File: config.mk
export PLATFORM = sky130hd
export DESIGN_NAME = load_buffer
export DESIGN_NICKNAME = d
export VERILOG_FILES = /design/src/verilog/lsu_pkg.sv /design/src/verilog/load_buffer.sv
export SDC_FILE = /design/constraint.sdc
export NUM_CORES = 1
export LEC_CHECK = 0
export ABC_CLOCK_PERIOD_IN_PS = 2900
export CAP_MARGIN = 20
export CORE_MARGIN = 5
export CORE_UTILIZATION = 55
export CTS_CLUSTER_SIZE = 24
export DETAILED_ROUTE_END_ITERATION = 8
export DONT_BUFFER_PORTS = 1
export MAX_ROUTING_LAYER = met4
export PLACE_DENSITY = 0.7
export SLEW_MARGIN = 20
export SYNTH_ARGS = -nofsm -noshare
export SYNTH_HDL_FRONTEND = slang
export SYNTH_SLANG_ARGS = --single-unit
File: constraint.sdc
create_clock -name clk -period 2.9 [get_ports clk]
set_input_delay 0.87 -clock clk [delete_from_list [all_inputs] [get_ports clk]]
set_output_delay 0.87 -clock clk [all_outputs]
set_load 0.01 [all_outputs]
File: src/verilog/lsu_pkg.sv
`default_nettype none

package lsu_pkg;

    // dram side
    localparam int DRAM_ADDR_W = 12;
    localparam int DATA_W = 32;
    localparam int ID_W = 8;
    // burst length, n means n+1 beats
    localparam int LEN_W = 8;

    // scratchpad geometry
    localparam int ROW_W = 8;
    localparam int TYPE_W = 2;
    localparam int NUM_BANKS = 4;
    localparam int SRAM_DEPTH = 2 ** ROW_W;

    // resend policy
    localparam int MAX_RETRY = 3;
    localparam int RETRY_W = 2;

    // axi field widths
    localparam int AXI_SIZE_W = 3;
    localparam int AXI_BURST_W = 2;
    localparam int RESP_W = 2;

    // axi codes
    localparam logic [AXI_SIZE_W-1:0] AXI_SIZE_WORD = 3'b010;
    localparam logic [AXI_BURST_W-1:0] AXI_BURST_INCR = 2'b01;
    localparam logic [RESP_W-1:0] AXI_RESP_OKAY = 2'b00;

    // load buffer fsm encoding
    localparam int LB_STATE_W = 2;
    localparam logic [LB_STATE_W-1:0] LB_IDLE = 2'd0;
    localparam logic [LB_STATE_W-1:0] LB_ADDR = 2'd1;
    localparam logic [LB_STATE_W-1:0] LB_DATA = 2'd2;
    localparam logic [LB_STATE_W-1:0] LB_FINISH = 2'd3;

endpackage

`default_nettype wire

File: src/verilog/load_buffer.sv
`default_nettype none

module load_buffer (
    input  wire                              clk,
    input  wire                              rst_n,

    // command from the controller
    input  wire                              ctrl_load_arvld,
    input  wire  [lsu_pkg::ID_W-1:0]         ctrl_load_arid,
    input  wire  [lsu_pkg::DRAM_ADDR_W-1:0]  ctrl_load_dram_araddr,
    input  wire  [lsu_pkg::LEN_W-1:0]        ctrl_load_arlen,
    input  wire  [lsu_pkg::ROW_W-1:0]        ctrl_load_ld_addr,
    input  wire  [lsu_pkg::TYPE_W-1:0]       ctrl_load_sram_type,

    // axi read address channel
    output logic [lsu_pkg::ID_W-1:0]         load_axi_arid,
    output logic [lsu_pkg::DRAM_ADDR_W-1:0]  load_axi_araddr,
    output logic [lsu_pkg::LEN_W-1:0]        load_axi_arlen,
    output logic [lsu_pkg::AXI_SIZE_W-1:0]   load_axi_arsize,
    output logic [lsu_pkg::AXI_BURST_W-1:0]  load_axi_arburst,
    output logic                             load_axi_arvalid,
    input  wire                              load_axi_arready,

    // axi read data channel
    input  wire  [lsu_pkg::ID_W-1:0]         load_axi_rid,
    input  wire  [lsu_pkg::DATA_W-1:0]       load_axi_rdata,
    input  wire  [lsu_pkg::RESP_W-1:0]       load_axi_rresp,
    input  wire                              load_axi_rlast,
    input  wire                              load_axi_rvalid,
    output logic                             load_axi_rready,

    // scratchpad write
    output logic                             sram_wen,
    output logic [lsu_pkg::TYPE_W-1:0]       sram_type,
    output logic [lsu_pkg::ROW_W-1:0]        sram_addr,
    output logic [lsu_pkg::DATA_W-1:0]       sram_din,

    // status back to the controller
    output logic                             load_busy,
    output logic                             load_done,
    output logic                             load_error
);
    import lsu_pkg::*;

    logic [LB_STATE_W-1:0] state;

    // captured command
    logic [ID_W-1:0]        cmd_id;
    logic [DRAM_ADDR_W-1:0] cmd_addr;
    logic [LEN_W-1:0]       cmd_len;
    logic [ROW_W-1:0]       cmd_row;
    logic [TYPE_W-1:0]      cmd_type;

    // per attempt tracking
    logic [LEN_W-1:0]       beat_cnt;
    logic [ROW_W-1:0]       row_ptr;
    logic [RETRY_W-1:0]     retry_cnt;
    logic                   burst_bad;
    logic                   err_flag;

    logic cmd_accept;
    logic ar_fire;
    logic r_fire;
    logic beat_last_exp;
    logic beat_bad;
    logic beat_good;
    logic attempt_bad;
    logic retry_left;

    assign cmd_accept = ctrl_load_arvld & ~load_busy;
    assign ar_fire = load_axi_arvalid & load_axi_arready;
    assign r_fire = load_axi_rvalid & load_axi_rready;

    // a beat is bad on error response, foreign id, or rlast out of place
    assign beat_last_exp = (beat_cnt == cmd_len);
    assign beat_bad = (load_axi_rresp != AXI_RESP_OKAY)
                    | (load_axi_rid != cmd_id)
                    | (load_axi_rlast != beat_last_exp);

    // nothing gets written once the attempt has gone bad
    assign beat_good = r_fire & ~beat_bad & ~burst_bad;
    assign attempt_bad = burst_bad | beat_bad;
    assign retry_left = (retry_cnt != RETRY_W'(MAX_RETRY));

    always_ff @(posedge clk) begin
        if (!rst_n) begin
            state <= LB_IDLE;
            err_flag <= 1'b0;
        end else begin
            case (state)
                LB_IDLE, LB_FINISH: begin
                    if (cmd_accept) begin
                        state <= LB_ADDR;
                        err_flag <= 1'b0;
                    end else begin
                        state <= LB_IDLE;
                    end
                end
                LB_ADDR: begin
                    if (ar_fire) begin
                        state <= LB_DATA;
                    end
                end
                LB_DATA: begin
                    if (r_fire && load_axi_rlast) begin
                        if (!attempt_bad) begin
                            state <= LB_FINISH;
                        end else if (retry_left) begin
                            // whole burst goes out again
                            state <= LB_ADDR;
                        end else begin
                            state <= LB_FINISH;
                            err_flag <= 1'b1;
                        end
                    end
                end
                default: begin
                    state <= LB_IDLE;
                end
            endcase
        end
    end

    // command fields, held for every resend
    always_ff @(posedge clk) begin
        if (cmd_accept) begin
            cmd_id <= ctrl_load_arid;
            cmd_addr <= ctrl_load_dram_araddr;
            cmd_len <= ctrl_load_arlen;
            cmd_row <= ctrl_load_ld_addr;
            cmd_type <= ctrl_load_sram_type;
        end
    end

    always_ff @(posedge clk) begin
        if (!rst_n) begin
            retry_cnt <= '0;
            burst_bad <= 1'b0;
            beat_cnt <= '0;
            row_ptr <= '0;
        end else if (cmd_accept) begin
            retry_cnt <= '0;
            burst_bad <= 1'b0;
            beat_cnt <= '0;
            row_ptr <= ctrl_load_ld_addr;
        end else if (r_fire) begin
            if (load_axi_rlast) begin
                // rewind for a possible resend from the start row
                beat_cnt <= '0;
                burst_bad <= 1'b0;
                row_ptr <= cmd_row;
                if (attempt_bad && retry_left) begin
                    retry_cnt <= retry_cnt + 1'b1;
                end
            end else begin
                beat_cnt <= beat_cnt + 1'b1;
                row_ptr <= row_ptr + 1'b1;
                if (beat_bad) begin
                    burst_bad <= 1'b1;
                end
            end
        end
    end

    // scratchpad write lands one cycle after the beat
    always_ff @(posedge clk) begin
        if (!rst_n) begin
            sram_wen <= 1'b0;
        end else begin
            sram_wen <= beat_good;
        end
    end

    always_ff @(posedge clk) begin
        if (r_fire) begin
            sram_addr <= row_ptr;
            sram_din <= load_axi_rdata;
        end
    end

    assign sram_type = cmd_type;

    // address channel straight from the command registers
    assign load_axi_arvalid = (state == LB_ADDR);
    assign load_axi_arid = cmd_id;
    assign load_axi_araddr = cmd_addr;
    assign load_axi_arlen = cmd_len;
    assign load_axi_arsize = AXI_SIZE_WORD;
    assign load_axi_arburst = AXI_BURST_INCR;

    // rready held for the whole data phase
    assign load_axi_rready = (state == LB_DATA);

    assign load_busy = (state == LB_ADDR) | (state == LB_DATA);
    assign load_done = (state == LB_FINISH);
    assign load_error = load_done & err_flag;

endmodule

`default_nettype wire

# Word level (Yosys, flattened, before mapping)
# Cells that the tools add are included.
# op_classes
addsub,3
n_eq_ne,12
muxes,17
bitwise_logic,14
reduce_logical,13
# op_table
operator,n
2-to-1 mux 8 bit,4
"adder 8 x 1 -> 8 bit, second input constant",2
equality test 8 bit,1
2-to-1 mux 2 bit,4
!= test 8 bit,1
nonzero test 2 bit,4
2-to-1 mux 1 bit,7
AND 1 bit,6
"!= test 2 x 1 -> 1 bit, second input constant",3
"!= test 2 bit, second input constant",3
case mux 2 bit (3 select lines),1
AND reduction 5 bit,1
"equality test 2 bit, second input constant",2
NOT 1 bit,4
bitwise OR 1 bit,4
AND reduction 2 bit,2
OR reduction 2 bit,2
AND reduction 3 bit,1
"adder 2 x 1 -> 2 bit, second input constant",1
"equality test 2 x 1 -> 1 bit, second input constant",1
logical AND 1 bit,2
logical NOT 2 bit,1
case mux 1 bit (2 select lines),1
!= test 1 bit,1
# totals
ff_bits,101
out_inout_bits,81

# Longest topological paths before layout
# logic_depth
ltp_word,7
ltp_mapped,9
mapped_depth_nobuf,8

# Least setup slack after synthesis
# OpenSTA, ideal clock, no wires.
# synth_timing
kind,in2reg
from,in ctrl_load_arvld
to,reg row_ptr[5]
setup_time_ns,0.123
arrival_time_ns,2.171
slack_ns,0.606
cell_stages,5
path_buffers,0
path_cell_list,nand2_1 > inv_1 > nor2_1 > a22oi_1 > a21oi_1
# synth_between
elab_chain_len,2
word_cells_on_any_way,3
cone_classes,mux: 1; bitwise: 1; reduce/logical: 1
# synth_lines
item,line_no,rtl
"start, declared",load_buffer.sv:8,"input wire ctrl_load_arvld,"
AND 1 bit *,load_buffer.sv:70,assign cmd_accept = ctrl_load_arvld & ~load_busy;
2-to-1 mux 8 bit or nonzero test 2 bit (tied branches),n/a,
"end signal, assigned",load_buffer.sv:145,row_ptr <= ctrl_load_ld_addr;
"end signal, assigned",load_buffer.sv:151,row_ptr <= cmd_row;
"end signal, assigned",load_buffer.sv:157,row_ptr <= row_ptr + 1'b1;
"end, declared",load_buffer.sv:56,logic [ROW_W-1:0] row_ptr;
# Every way passes the cells marked *; elsewhere a longest branch is shown, timed or not.
# A chain may end at the register's enable or synchronous reset.

# Worst setup path in the final report
# layout_timing
from,reg state[0]
to,out load_busy
# layout_between
elab_chain_len,2
word_cells_on_any_way,3
cone_classes,eq/ne: 2; bitwise: 1
# layout_lines
item,line_no,rtl
"start, declared",load_buffer.sv:45,logic [LB_STATE_W-1:0] state;
"start signal, assigned",load_buffer.sv:87,state <= LB_IDLE;
"start signal, assigned",load_buffer.sv:93,state <= LB_ADDR;
"start signal, assigned",load_buffer.sv:96,state <= LB_IDLE;
equality test 2 x 1 -> 1 bit or equality test 2 bit (tied branches),load_buffer.sv:194,assign load_busy = (state == LB_ADDR) | (state == LB_DATA);
bitwise OR 1 bit *,load_buffer.sv:194,
"end, declared",load_buffer.sv:39,"output logic load_busy,"
# Marks and branches as above.

==> metrics.log <==
[metrics] Setup crit end kind: output port
[metrics] actual slew at the worst max-slew pin: 0.511 ns
[metrics] Detailed Route WL: roughly 7300 um
[metrics] leftover overflow at the end of global routing: 0
[metrics] Longest Clk Path Bufs: 2
[metrics] Highest Clock Rate: 453 MHz
[metrics] biggest area contributors in the synthesized netlist: edfxtp_1, dfxtp_1, xnor2_1, xor2_1, nand2_1
[metrics] Netlist cell types: 43
[metrics] Post CTS Setup Buffer Count: 0
[metrics] fraction of layout instances using a drive strength above 1: 7.89%
[metrics] source-to-sink clock delay at the later pin of the worst-skew pair: ~0.35 ns
[metrics] final critical-path required period: 2.21 ns
[metrics] sequential-to-total area share from yosys stat: just over 70%
[metrics] worst vdd ir: ~290 uV
[metrics] fill cell instance count of the final layout: 531
[metrics] area growth from synthesis to layout: 7.16%
[metrics] total routing usage reported by global routing: 17.6%
[metrics] startpoint-to-endpoint class of the critical path: reg2out
[metrics] clk root buf: clkbuf_8
[metrics] number of antenna violations at the first check in global routing: 0
[metrics] number of H-tree levels: 3
[metrics] crit path setup slack, layout: 0.693 ns
[metrics] residual DRC count: 0
[metrics] placeable core area: 6870 um2
[metrics] Mapped Avg Cell Area: between 10 and 15 um2
[metrics] startpoint kind of the worst setup timing path: flop
[metrics] Finish-stage setup viols: 0
[metrics] Slew HR: 65.6%
[metrics] most common library cell in the layout ignoring fill and taps: edfxtp_1
[metrics] Post-DRT Antenna Nets: 0
[metrics] number of standard cells after synthesis: 269
[metrics] EDFF count, synth: 78
[metrics] cell type with the largest total area after synthesis: edfxtp_1
[metrics] arrival time reported for the critical path endpoint: 1.34 ns
[metrics] maximum number of pins on one net before global-route repair: 37
[metrics] top library cells by usage in the layout, fill and taps aside: edfxtp_1, dfxtp_1, nand2_1
[metrics] number of global-route vias before repair: 2,202
[metrics] CTS resizes: 0
[metrics] count of standard-cell rows: 30
[metrics] drt via density: roughly 5.6
[metrics] path class of the lowest-slack min-delay path: reg2reg
[metrics] detailed router's first-iteration violation count: 68
[metrics] number of synthesis warnings: 0
[metrics] CTS Buf Count: 9
[metrics] detailed-route wire length per cell: 19.4 um
[metrics] Antenna Diode Count: 0
[metrics] Post-Place Setup Slack: just under 0.8 ns
[metrics] number of top-level pins: 167
[metrics] count of nets after finishing: 366
[metrics] horizontal extent of the die: roughly 94 um
[metrics] worst-case reg-to-reg path depth: 7
[metrics] Die H: 94.4 um
[metrics] port buffer count: 0
[metrics] number of max-capacitance violations reported: 0
[metrics] post-route fraction of the period consumed by the critical path: 76.1%
[metrics] power per cell area: 631 nW/um2
[metrics] final hold violation count: 0
[metrics] clock transition time at the flip-flop clock pins of the worst setup and hold paths: 0.08 ns
[metrics] largest fanout on the critical path: 5
[metrics] setup clock skew after layout: 0.00948 ns
[metrics] status: completed
[metrics] core utilization of the finished layout: 61.1%
[metrics] leakage power of the design: 0.00139 uW
[metrics] TritonCTS clock tree: built
[metrics] clock sinks: 101
[metrics] total of hold buffers inserted after clock tree synthesis: 0
[metrics] die outline area: 8900 um2
[metrics] total negative slack for setup checks: 0 ns
[metrics] total power draw: 2650 uW
[metrics] ys flop type: edfxtp_1
[metrics] post-synthesis cell area: 3910 um2
[metrics] effective utilization at floorplan: 57.0%
[metrics] total vias in the final route: roughly 2,100
[metrics] fraction of synthesized cell area taken by the top area cell type: 59.8%
[metrics] flops & latches, synth: 101
[metrics] instance count along the most critical hold path: 0
[metrics] Max Transition Viols Final: 0
[metrics] half-perimeter wire length after placement: 5470 um
[metrics] first drt pass iteration count: 4
[metrics] data required time at the worst endpoint: 2.03 ns
[metrics] share of flip-flops with an asynchronous set or reset after synthesis: 0%
[metrics] wire length of the first global-routing pass: 11,300 um
[metrics] RSZ-0062 raised after global routing: no
[metrics] routability congestion estimate: roughly 0.76
[per-layer routing]
metal  global-route usage (%)  vias up  share of wire, %
li1                         -      997                 -
met1                     21.1      967                40
met2                     26.3      137                46
met3                     6.77       13                12
met4                     8.06        0               2.2
met5                        -        -                 0
[power breakdown]
part	switching [uW]	total, uW	internal [uW]
Sequential	59.7	1690	1630
Clock	429	826	397
Combinational	81.8	131	49.2
Total	570	2650	2080
[synthesized netlist by cell type (all sizes together), types with 3 or more instances]
master  instances
dfxtp          23
nor2b           4
nand3           3
xor2           13
nand2b          3
a21oi          10
ha              6
o21ai          10
edfxtp         78
a31oi           4
and3            3
xnor2          15
mux2i           4
buf            11
inv             7
nor2           16
o211ai          3
nand2          22
nand4           7
o221ai          3
[area by class of cell]
| cell class | count | area [um2] | share of cell area (%) |
|---|---|---|---|
| multi-input cells | 152 | 1010 | 24.2 |
| repair buffers | 3 | 47.5 | 1.13 |
| clock inverters | 4 | 48.8 | 1.16 |
| inverters | 7 | 26.3 | 0.626 |
| flip-flops and latches | 101 | 2800 | 66.8 |
| well taps | 96 | 120 | 2.86 |
| clock buffers | 12 | 135 | 3.22 |
[metrics by stage]
step | instances | instance area (um2) | hold WS, ns
after floorplan | 272 | 3930 | 0.424
after global placement | 359 | 4010 | 0.442
after detailed placement | 359 | 4010 | 0.457
after CTS | 375 | 4190 | 0.476
after global routing | 375 | 4190 | 0.500
final | 375 | 4190 | 0.478
[flip-flops by register name, summed over array words and instances, names as in the netlist]
name	cells
sram_din	32
load_axi_araddr	12
beat_cnt	8
cmd_row	8
load_axi_arid	8
load_axi_arlen	8
row_ptr	8
sram_addr	8
retry_cnt	2
sram_type	2
state	2
burst_bad	1
err_flag	1
sram_wen	1
[worst max-delay path, cell delays in order, from the launching register on]
cell and delay [ns]:
dfxtp_1 0.40, inv_1 0.06, ha_1 0.36, inv_1 0.16
[logic make-up (layout without fill, tap and decap cells)]
family          count (synthesis)  after routing  synth area share [%]
flops                         101            101                  71.6
simple gates                   66             66                  8.76
compound gates                 43             43                  7.26
xor+xnor                       28             28                  6.46
buf+inv                        19             26                  2.78
fa+ha+maj                       6              6                  1.92
mux                             4              4                  1.02
other cells                     2              5                 0.192
[path summary, 6_finish.rpt]
kind / from / endpoint / slack [ns]
hold reg to reg: row_ptr[7]$_SDFFE_PN0P_ / sram_addr[7]$_DFFE_PP_ / 0.48
hold / removal: row_ptr[7]$_SDFFE_PN0P_ / sram_addr[7]$_DFFE_PP_ / 0.48
setup reg to reg: state[1]$_SDFFE_PN0P_ / beat_cnt[7]$_SDFFE_PP0P_ / 0.80
setup / recovery: state[0]$_SDFFE_PN0P_ / load_busy / 0.69
Note: power is estimated with default switching activity, not from simulation.
